<file path="config.mk">
export PLATFORM = sky130hd
export DESIGN_NAME = ex_stage
export DESIGN_NICKNAME = d
export VERILOG_FILES = /design/src/rtl/ex_pkg.sv /design/src/rtl/ex_alu.sv /design/src/rtl/ex_mult.sv /design/src/rtl/ex_tag_prop.sv /design/src/rtl/ex_writeback.sv /design/src/rtl/ex_stage.sv
export SDC_FILE = /design/constraint.sdc
export NUM_CORES = 2
export LEC_CHECK = 0
export ABC_CLOCK_PERIOD_IN_PS = 31900
export BUFFER_PORTS_ARGS = -buffer_cell sky130_fd_sc_hd__buf_2
export CELL_PAD_IN_SITES_DETAIL_PLACEMENT = 1
export CELL_PAD_IN_SITES_GLOBAL_PLACEMENT = 1
export CORE_ASPECT_RATIO = 0.6
export CORE_MARGIN = 3
export CORE_UTILIZATION = 54
export DETAILED_ROUTE_END_ITERATION = 12
export GPL_TIMING_DRIVEN = 0
export HOLD_SLACK_MARGIN = 0.1
export PLACE_DENSITY_LB_ADDON = 0.25
export SLEW_MARGIN = 20
export SYNTH_ARGS = -nofsm -noshare
export SYNTH_HDL_FRONTEND = slang
export SYNTH_HIERARCHICAL = 1
export SYNTH_SLANG_ARGS = --single-unit
</file>
<file path="constraint.sdc">
create_clock -name clk -period 31.9 [get_ports clk]
set_clock_uncertainty 0.05 [all_clocks]
set_input_delay 6.38 -clock clk [delete_from_list [all_inputs] [get_ports clk]]
set_output_delay 6.38 -clock clk [all_outputs]
set_load 0.005 [all_outputs]
</file>
<file path="src/rtl/ex_pkg.sv">
// Shared types of the integer execute stage. Widths follow RV32 and a
// 64-entry register space (integer and floating-point registers)
package ex_pkg;

  ////////////////////
  // Widths
  ////////////////////

  localparam int unsigned XLEN          = 32;
  localparam int unsigned RF_ADDR_WIDTH = 6;

  typedef logic [XLEN-1:0] word_t;

  // Data word with its taint bit
  typedef struct packed {
    word_t data;
    logic  tag;
  } tagged_word_t;

  ////////////////////
  // Operators
  ////////////////////

  typedef enum logic [4:0] {
    ALU_ADD  = 5'd0,
    ALU_SUB  = 5'd1,
    ALU_AND  = 5'd2,
    ALU_OR   = 5'd3,
    ALU_XOR  = 5'd4,
    ALU_SLL  = 5'd5,
    ALU_SRL  = 5'd6,
    ALU_SRA  = 5'd7,
    ALU_SLT  = 5'd8,
    ALU_SLTU = 5'd9,
    // Branch comparisons
    ALU_EQ   = 5'd10,
    ALU_NE   = 5'd11,
    ALU_LT   = 5'd12,
    ALU_GE   = 5'd13,
    ALU_LTU  = 5'd14,
    ALU_GEU  = 5'd15
  } alu_op_e;

  typedef enum logic [1:0] {
    MULT_MUL    = 2'd0,
    MULT_MULH   = 2'd1,
    MULT_MULHSU = 2'd2,
    MULT_MULHU  = 2'd3
  } mult_op_e;

  ////////////////////
  // Requests and ports
  ////////////////////

  // Operand c carries the jump target
  typedef struct packed {
    logic         enable;
    alu_op_e      op;
    tagged_word_t a;
    tagged_word_t b;
    tagged_word_t c;
  } alu_req_t;

  typedef struct packed {
    logic         enable;
    mult_op_e     op;
    tagged_word_t a;
    tagged_word_t b;
  } mult_req_t;

  // One register-file write
  typedef struct packed {
    logic                     we;
    logic [RF_ADDR_WIDTH-1:0] addr;
    word_t                    data;
    logic                     tag;
  } rf_wr_t;

  typedef struct packed {
    word_t data;
    logic  tag;
  } lsu_rsp_t;

endpackage

</file>
<file path="src/rtl/ex_alu.sv">
// Single-cycle integer ALU, no divider, so never busy
// Shift amount is the low five bits of operand b
module ex_alu import ex_pkg::*; (
  input  alu_req_t req_i,
  output word_t    result_o,
  output logic     cmp_result_o
);

  word_t             op_a;
  word_t             op_b;
  logic signed [XLEN-1:0] op_a_signed;
  logic [4:0]        shamt;

  logic              is_sub;
  word_t             adder_b;
  word_t             adder_result;

  logic              equal;
  logic              signed_lt;
  logic              unsigned_lt;
  logic              cmp;

  assign op_a        = req_i.a.data;
  assign op_b        = req_i.b.data;
  assign op_a_signed = $signed(req_i.a.data);
  assign shamt       = req_i.b.data[4:0];

  ////////////////////
  // Adder
  ////////////////////

  // Subtract by inverting b and carrying in one
  assign is_sub       = (req_i.op == ALU_SUB);
  assign adder_b      = is_sub ? ~op_b : op_b;
  assign adder_result = op_a + adder_b + word_t'(is_sub);

  ////////////////////
  // Comparator
  ////////////////////

  assign equal       = (op_a == op_b);
  assign signed_lt   = ($signed(op_a) < $signed(op_b));
  assign unsigned_lt = (op_a < op_b);

  // SLT and SLTU count as comparisons too
  always_comb begin
    cmp = 1'b0;
    unique case (req_i.op)
      ALU_EQ:           cmp = equal;
      ALU_NE:           cmp = ~equal;
      ALU_LT, ALU_SLT:  cmp = signed_lt;
      ALU_GE:           cmp = ~signed_lt;
      ALU_LTU, ALU_SLTU: cmp = unsigned_lt;
      ALU_GEU:          cmp = ~unsigned_lt;
      default:          cmp = 1'b0;
    endcase
  end

  assign cmp_result_o = cmp;

  ////////////////////
  // Result mux
  ////////////////////

  always_comb begin
    result_o = '0;
    unique case (req_i.op)
      ALU_ADD, ALU_SUB: result_o = adder_result;
      ALU_AND:          result_o = op_a & op_b;
      ALU_OR:           result_o = op_a | op_b;
      ALU_XOR:          result_o = op_a ^ op_b;
      ALU_SLL:          result_o = op_a << shamt;
      ALU_SRL:          result_o = op_a >> shamt;
      // Arithmetic shift keeps the sign of a
      ALU_SRA:          result_o = word_t'(op_a_signed >>> shamt);
      // Comparisons give the compare bit, zero-extended
      ALU_SLT, ALU_SLTU,
      ALU_EQ, ALU_NE,
      ALU_LT, ALU_GE,
      ALU_LTU, ALU_GEU: result_o = {{(XLEN-1){1'b0}}, cmp};
      default:          result_o = '0;
    endcase
  end

endmodule

</file>
<file path="src/rtl/ex_mult.sv">
// MUL is combinational; the high products take three cycles and need the
// request held stable until the final state is left on ex_ready_i
module ex_mult import ex_pkg::*; (
  input  logic      clk,
  input  logic      rst_n,
  input  mult_req_t req_i,
  input  logic      ex_ready_i,
  output word_t     result_o,
  output logic      ready_o,
  output logic      multicycle_o
);

  typedef enum logic [1:0] {
    ST_IDLE,
    ST_STEP,
    ST_FINISH
  } mult_state_e;

  mult_state_e state_q;
  mult_state_e state_d;

  logic high_op;
  logic a_signed;
  logic b_signed;

  logic signed [XLEN:0]     a_ext;
  logic signed [XLEN/2:0]   b_lo_ext;
  logic signed [XLEN/2:0]   b_hi_ext;
  logic signed [XLEN+16:0]  pp_lo_d;
  logic signed [XLEN+16:0]  pp_lo_q;
  logic signed [XLEN+17:0]  pp_hi;
  logic signed [2*XLEN-1:0] prod_full;
  word_t                    prod_low;

  assign high_op  = (req_i.op != MULT_MUL);
  assign a_signed = (req_i.op == MULT_MULH) || (req_i.op == MULT_MULHSU);
  assign b_signed = (req_i.op == MULT_MULH);

  // Operand extension, 33 bits for a and 17 bits per half of b
  assign a_ext    = {a_signed & req_i.a.data[XLEN-1], req_i.a.data};
  assign b_lo_ext = {1'b0, req_i.b.data[15:0]};
  assign b_hi_ext = {b_signed & req_i.b.data[XLEN-1], req_i.b.data[XLEN-1:16]};

  ////////////////////
  // Datapath
  ////////////////////

  // Low product for MUL
  assign prod_low = req_i.a.data * req_i.b.data;

  // Partial product with the low half of b, kept for FINISH
  assign pp_lo_d = a_ext * b_lo_ext;

  always_ff @(posedge clk) begin
    if (state_q == ST_STEP) begin
      pp_lo_q <= pp_lo_d;
    end
  end

  // High half of b, shifted into place
  assign pp_hi     = a_ext * b_hi_ext;
  assign prod_full = (pp_hi <<< 16) + pp_lo_q;

  assign multicycle_o = (state_q == ST_FINISH);
  assign result_o     = multicycle_o ? prod_full[2*XLEN-1:XLEN] : prod_low;

  ////////////////////
  // Control FSM
  ////////////////////

  always_comb begin
    state_d = state_q;
    ready_o = 1'b1;
    unique case (state_q)
      ST_IDLE: begin
        if (req_i.enable && high_op) begin
          ready_o = 1'b0;
          state_d = ST_STEP;
        end
      end
      ST_STEP: begin
        ready_o = 1'b0;
        state_d = ST_FINISH;
      end
      // Hold the high word until EX can hand it on
      ST_FINISH: begin
        if (ex_ready_i) begin
          state_d = ST_IDLE;
        end
      end
      default: state_d = ST_IDLE;
    endcase
  end

  always_ff @(posedge clk or negedge rst_n) begin
    if (!rst_n) begin
      state_q <= ST_IDLE;
    end else begin
      state_q <= state_d;
    end
  end

  // Decode must not change a high product in flight
  assert property (@(posedge clk) disable iff (!rst_n)
    (state_q != ST_IDLE) |-> ($stable(req_i.op) && $stable(req_i.a) && $stable(req_i.b)))
    else $error("multiplier request changed while busy");

endmodule

</file>
<file path="src/rtl/ex_tag_prop.sv">
// Taint of the forwarded result; CSR reads are never tainted
module ex_tag_prop import ex_pkg::*; (
  input  alu_req_t  alu_req_i,
  input  mult_req_t mult_req_i,
  input  logic      csr_access_i,
  output logic      tag_o
);

  logic alu_shift;
  logic alu_tag;
  logic mult_tag;

  // Shift ops, the amount in b carries no taint
  assign alu_shift = (alu_req_i.op == ALU_SLL) ||
                     (alu_req_i.op == ALU_SRL) ||
                     (alu_req_i.op == ALU_SRA);

  assign alu_tag  = alu_shift ? alu_req_i.a.tag
                              : (alu_req_i.a.tag | alu_req_i.b.tag);
  assign mult_tag = mult_req_i.a.tag | mult_req_i.b.tag;

  ////////////////////
  // Priority
  ////////////////////

  always_comb begin
    tag_o = 1'b0;
    if (csr_access_i) begin
      tag_o = 1'b0;
    end else if (mult_req_i.enable) begin
      tag_o = mult_tag;
    end else if (alu_req_i.enable) begin
      tag_o = alu_tag;
    end
  end

endmodule

</file>
<file path="src/rtl/ex_writeback.sv">
// Forwarding-port mux, EX/WB register of the load port and stall control
// Load data and tag come live from the LSU in the WB cycle
module ex_writeback import ex_pkg::*; (
  input  logic                     clk,
  input  logic                     rst_n,

  input  logic                     alu_en_i,
  input  logic                     mult_en_i,
  input  logic                     csr_access_i,
  input  logic                     lsu_en_i,

  input  word_t                    alu_result_i,
  input  word_t                    mult_result_i,
  input  word_t                    csr_rdata_i,
  input  logic                     tag_i,

  input  logic                     regfile_alu_we_i,
  input  logic [RF_ADDR_WIDTH-1:0] regfile_alu_waddr_i,
  input  logic                     regfile_we_i,
  input  logic [RF_ADDR_WIDTH-1:0] regfile_waddr_i,

  input  lsu_rsp_t                 lsu_rsp_i,
  input  logic                     lsu_ready_ex_i,
  input  logic                     lsu_err_i,
  input  logic                     mult_ready_i,
  input  logic                     branch_in_ex_i,
  input  logic                     wb_ready_i,

  output rf_wr_t                   fw_o,
  output rf_wr_t                   wb_o,
  output logic                     ex_ready_o,
  output logic                     ex_valid_o
);

  logic                     lsu_we_q;
  logic [RF_ADDR_WIDTH-1:0] lsu_waddr_q;
  logic                     units_ready;

  ////////////////////
  // Forwarding port
  ////////////////////

  // CSR data wins over the multiplier, which wins over the ALU
  always_comb begin
    fw_o.we   = regfile_alu_we_i;
    fw_o.addr = regfile_alu_waddr_i;
    fw_o.tag  = tag_i;
    if (csr_access_i) begin
      fw_o.data = csr_rdata_i;
    end else if (mult_en_i) begin
      fw_o.data = mult_result_i;
    end else begin
      fw_o.data = alu_result_i;
    end
  end

  ////////////////////
  // EX/WB register
  ////////////////////

  always_ff @(posedge clk or negedge rst_n) begin
    if (!rst_n) begin
      lsu_we_q <= 1'b0;
    end else if (ex_valid_o) begin
      lsu_we_q <= regfile_we_i & ~lsu_err_i;
    end else if (wb_ready_i) begin
      // Nothing new arrives, so drain the slot
      lsu_we_q <= 1'b0;
    end
  end

  always_ff @(posedge clk) begin
    if (ex_valid_o && regfile_we_i && !lsu_err_i) begin
      lsu_waddr_q <= regfile_waddr_i;
    end
  end

  always_comb begin
    wb_o.we   = lsu_we_q;
    wb_o.addr = lsu_waddr_q;
    wb_o.data = lsu_rsp_i.data;
    wb_o.tag  = lsu_rsp_i.tag;
  end

  ////////////////////
  // Stall control
  ////////////////////

  assign units_ready = mult_ready_i & lsu_ready_ex_i & wb_ready_i;

  // Branches finish in EX, so ready ignores WB for them
  assign ex_ready_o = units_ready | branch_in_ex_i;
  assign ex_valid_o = (alu_en_i | mult_en_i | csr_access_i | lsu_en_i) & units_ready;

  assert property (@(posedge clk) disable iff (!rst_n) ex_valid_o |-> wb_ready_i)
    else $error("EX valid without WB ready");

endmodule

</file>
<file path="src/rtl/ex_stage.sv">
// Integer execute stage with taint tracking, no APU and no divider
// Decode holds all inputs stable while ex_ready_o is low
module ex_stage import ex_pkg::*; (
  input  logic                     clk,
  input  logic                     rst_n,

  // Requests from decode
  input  alu_req_t                 alu_req_i,
  input  mult_req_t                mult_req_i,

  input  logic                     csr_access_i,
  input  word_t                    csr_rdata_i,

  input  logic                     lsu_en_i,
  input  logic                     lsu_ready_ex_i,
  input  logic                     lsu_err_i,
  input  lsu_rsp_t                 lsu_rsp_i,

  input  logic                     branch_in_ex_i,

  input  logic                     regfile_alu_we_i,
  input  logic [RF_ADDR_WIDTH-1:0] regfile_alu_waddr_i,
  input  logic                     regfile_we_i,
  input  logic [RF_ADDR_WIDTH-1:0] regfile_waddr_i,

  input  logic                     wb_ready_i,

  // Register-file write ports
  output rf_wr_t                   regfile_fw_o,
  output rf_wr_t                   regfile_wb_o,

  // To fetch
  output word_t                    jump_target_o,
  output logic                     branch_decision_o,

  output logic                     mult_multicycle_o,
  output logic                     ex_ready_o,
  output logic                     ex_valid_o
);

  word_t alu_result;
  logic  alu_cmp_result;
  word_t mult_result;
  logic  mult_ready;
  logic  tag_result;

  // Branch target and decision
  assign jump_target_o     = alu_req_i.c.data;
  assign branch_decision_o = alu_cmp_result;

  ////////////////////
  // Units
  ////////////////////

  ex_alu i_ex_alu (
    .req_i        ( alu_req_i      ),
    .result_o     ( alu_result     ),
    .cmp_result_o ( alu_cmp_result )
  );

  ex_mult i_ex_mult (
    .clk          ( clk               ),
    .rst_n        ( rst_n             ),
    .req_i        ( mult_req_i        ),
    .ex_ready_i   ( ex_ready_o        ),
    .result_o     ( mult_result       ),
    .ready_o      ( mult_ready        ),
    .multicycle_o ( mult_multicycle_o )
  );

  ex_tag_prop i_ex_tag_prop (
    .alu_req_i    ( alu_req_i    ),
    .mult_req_i   ( mult_req_i   ),
    .csr_access_i ( csr_access_i ),
    .tag_o        ( tag_result   )
  );

  ////////////////////
  // Write ports and stalls
  ////////////////////

  ex_writeback i_ex_writeback (
    .clk                 ( clk                 ),
    .rst_n               ( rst_n               ),
    .alu_en_i            ( alu_req_i.enable    ),
    .mult_en_i           ( mult_req_i.enable   ),
    .csr_access_i        ( csr_access_i        ),
    .lsu_en_i            ( lsu_en_i            ),
    .alu_result_i        ( alu_result          ),
    .mult_result_i       ( mult_result         ),
    .csr_rdata_i         ( csr_rdata_i         ),
    .tag_i               ( tag_result          ),
    .regfile_alu_we_i    ( regfile_alu_we_i    ),
    .regfile_alu_waddr_i ( regfile_alu_waddr_i ),
    .regfile_we_i        ( regfile_we_i        ),
    .regfile_waddr_i     ( regfile_waddr_i     ),
    .lsu_rsp_i           ( lsu_rsp_i           ),
    .lsu_ready_ex_i      ( lsu_ready_ex_i      ),
    .lsu_err_i           ( lsu_err_i           ),
    .mult_ready_i        ( mult_ready          ),
    .branch_in_ex_i      ( branch_in_ex_i      ),
    .wb_ready_i          ( wb_ready_i          ),
    .fw_o                ( regfile_fw_o        ),
    .wb_o                ( regfile_wb_o        ),
    .ex_ready_o          ( ex_ready_o          ),
    .ex_valid_o          ( ex_valid_o          )
  );

endmodule

</file>
==> impl_metrics.ini <==
[floorplanning]
coreArea_um2 = 112000
die_h_um = 267
initial_core_util_pct = 54.6
die_x_um = 441
row_count = 95
dieArea_um2 = 118000
io_pins = 377

[critical_path]
crit_slowest_cell = clkbuf_1
rr_startpoint = i_ex_mult/state_q[1]$_DFFE_PN0P_
worst-path-max-fanout = 11
rr_endpoint = i_ex_mult/state_q[1]$_DFFE_PN0P_
r2r_cells = 4
timing.critical_path.mode_cell = fa_1
crit_path_start_kind = input pin
worst_ep_required_time_ps = 25470
arrival_ps = 19430
crit_buf_inv = 9
worstSetupEndpointType = output port
crit_family = adder cells
slowest_delay_ps = 1200
reg2reg_slack_ps = 30000
path_class = in -> out

[drt]
drt_pre_antenna_iters = 9
first_iter_violations = 8733
viasPerCell = 6.65
drcViolationCount = 0
ant_nets = 0
routed_wl_mm = 318
routedWlPerCell_um = 35.9
vias = 58900

[yosys]
avgSynthCellArea_um2 = 8.84
yosysTopAreaCell = fa_1
synth_seq_cells = 42
synth_cell_types = 104
synth_nets = 9064
synth_area_um2 = 61400
synth_top_cells_by_count = 1628 x inv_1, 1337 x fa_1, 632 x nand2_1, 612 x and2_1, 525 x ha_1
synth_edf_count = 39
synth_top_cell_area_share_pct = 43.6
syn_inst = 6941
synth.most_common_cell = inv_1
async_flop_share_pct = 7.14
ys.warnings.count = 6
dominantRegCellSynth = edfxtp_1
synth_area_leaders = fa_1 44%, ha_1 11%, inv_1 10%
seq_area_frac_synth_pct = 2.03

[grt]
grt_pass1_wl_mm = 442
grt_max_degree = 22
antenna_found_initial = 79
grt-ovfl-total = 0
grt_pass1_vias = 61700
track_usage_pct = 53.3

[layout]
drive_above_1_share_pct = 8.03
syn2layout_area_growth_pct = 6.44
final_net_count = 9378

[placed_design]
dp_hpwl_mm = 274
portBuffers = 303
gp_congestion = 1.17

[cts]
clk_latency_ps = 340
cts_hold_buf = 0
cts_buffers = 5
cts_resized = 0
cts_tree = done
cts.path.max_buffers = 2
htree_levels = 2
cts_root_buf = clkbuf_16
clock-sinks = 42
post_cts_buffers = 0
clkTransAtPathRegs_ps = 90

[min_path]
min_path_type = reg -> reg
min_to = i_ex_mult/state_q[0]$_DFFE_PN0P_
min_path_cells = 1
hp-start = i_ex_mult/state_q[0]$_DFFE_PN0P_

[sta]
period_needed_ps = 25860
max_freq_mhz = 38.7
rsz0062_at_grt = false
fin_tns_setup_ps = 0
final_max_slew_viol_count = 12
hold_viol = 0
setup_viol = 0
max-slew-margin-rel_pct = -6.58
period_share_pct = 81.1
tightest_slew_ps = 1600

[run]
drv_cap = 2

[status]
status = complete, but fails checks
failed_checks = capacitance limit, slew limit
## worst max path at each step
stage,from,endpoint,cells after the start
CTS,mult_req_i[20],regfile_fw_o[32],38
detailed placement,mult_req_i[20],regfile_fw_o[32],38
global route,mult_req_i[21],regfile_fw_o[32],40
global placement,mult_req_i[20],regfile_fw_o[32],40
finish,mult_req_i[46],regfile_fw_o[32],40
floorplan,mult_req_i[66],regfile_fw_o[32],37
## through the flow
step,hold WS [ps],instance area (um^2),cells,setup WS (ps),util (%)
2_1_floorplan,387,61400,6941,11090,-
3_3_place_gp,402,64800,8747,7450,57.7
3_5_place_dp,437,64900,8750,7220,57.7
4_1_cts,447,65000,8758,7170,57.9
5_1_grt,473,65200,8794,6500,58.0
6_report,455,65300,8860,6040,58.2
## flip-flops by register name (all words and copies together), names as in the netlist
register	cells
i_ex_mult/pp_lo_q	33
i_ex_writeback/lsu_waddr_q	6
i_ex_mult/state_q	2
i_ex_writeback/lsu_we_q	1
## layout by cell type (no fill, tap or decap), types with 91 or more instances in the layout
cell | synthesis | final
inv_1 | 1628 | 1628
fa_1 | 1337 | 1337
nand2_1 | 632 | 632
and2_1 | 612 | 612
ha_1 | 525 | 525
buf_2 | 19 | 323
nor2_1 | 246 | 246
clkbuf_1 | 260 | 234
a21oi_1 | 234 | 234
xnor2_1 | 187 | 186
o21ai_0 | 170 | 160
diode_2 | 0 | 101
a21o_1 | 91 | 91
## cell families (layout without fill, tap and decap cells)
logic type      after synthesis  after routing  synth area share, %
compound gates              827            827                 8.62
buf+inv                    2021           2336                 13.1
simple gates               1804           1804                 14.8
fa+ha+maj                  1862           1862                 54.3
flops                        42             42                 2.03
xor+xnor                    245            245                 3.52
mux                         140            140                 3.55
other cells                   0            101                    0
## worst reg2reg max path, delay by kind of cell (launching register included)
family	cells	cell delay (ps)
flops	1	440
simple gates	1	160
buf+inv	2	970
compound gates	1	140
## area by class of cell
type | count | area, um^2
Clock buffer | 5 | 125
Clock inverter | 3 | 23.8
Sequential cell | 42 | 1250
Tap cell | 1503 | 1880
Buffer | 390 | 1980
Timing Repair Buffer | 307 | 1570
Inverter | 1631 | 6120
Fill cell | 13300 | 47000
Antenna cell | 101 | 253
Multi-Input combinational cell | 4878 | 52100
## routing by layer
metal	wire length [um]	global-route usage (%)	vias to the layer above
li1	-	-	21900
met1	116000	68.7	29900
met2	118000	67.2	5651
met3	64300	36.1	1394
met4	17600	23.2	49
met5	1810	9.72	-
Power is not shown: default switching activity piles up to over one toggle a cycle in this logic, so the estimate is an artifact.
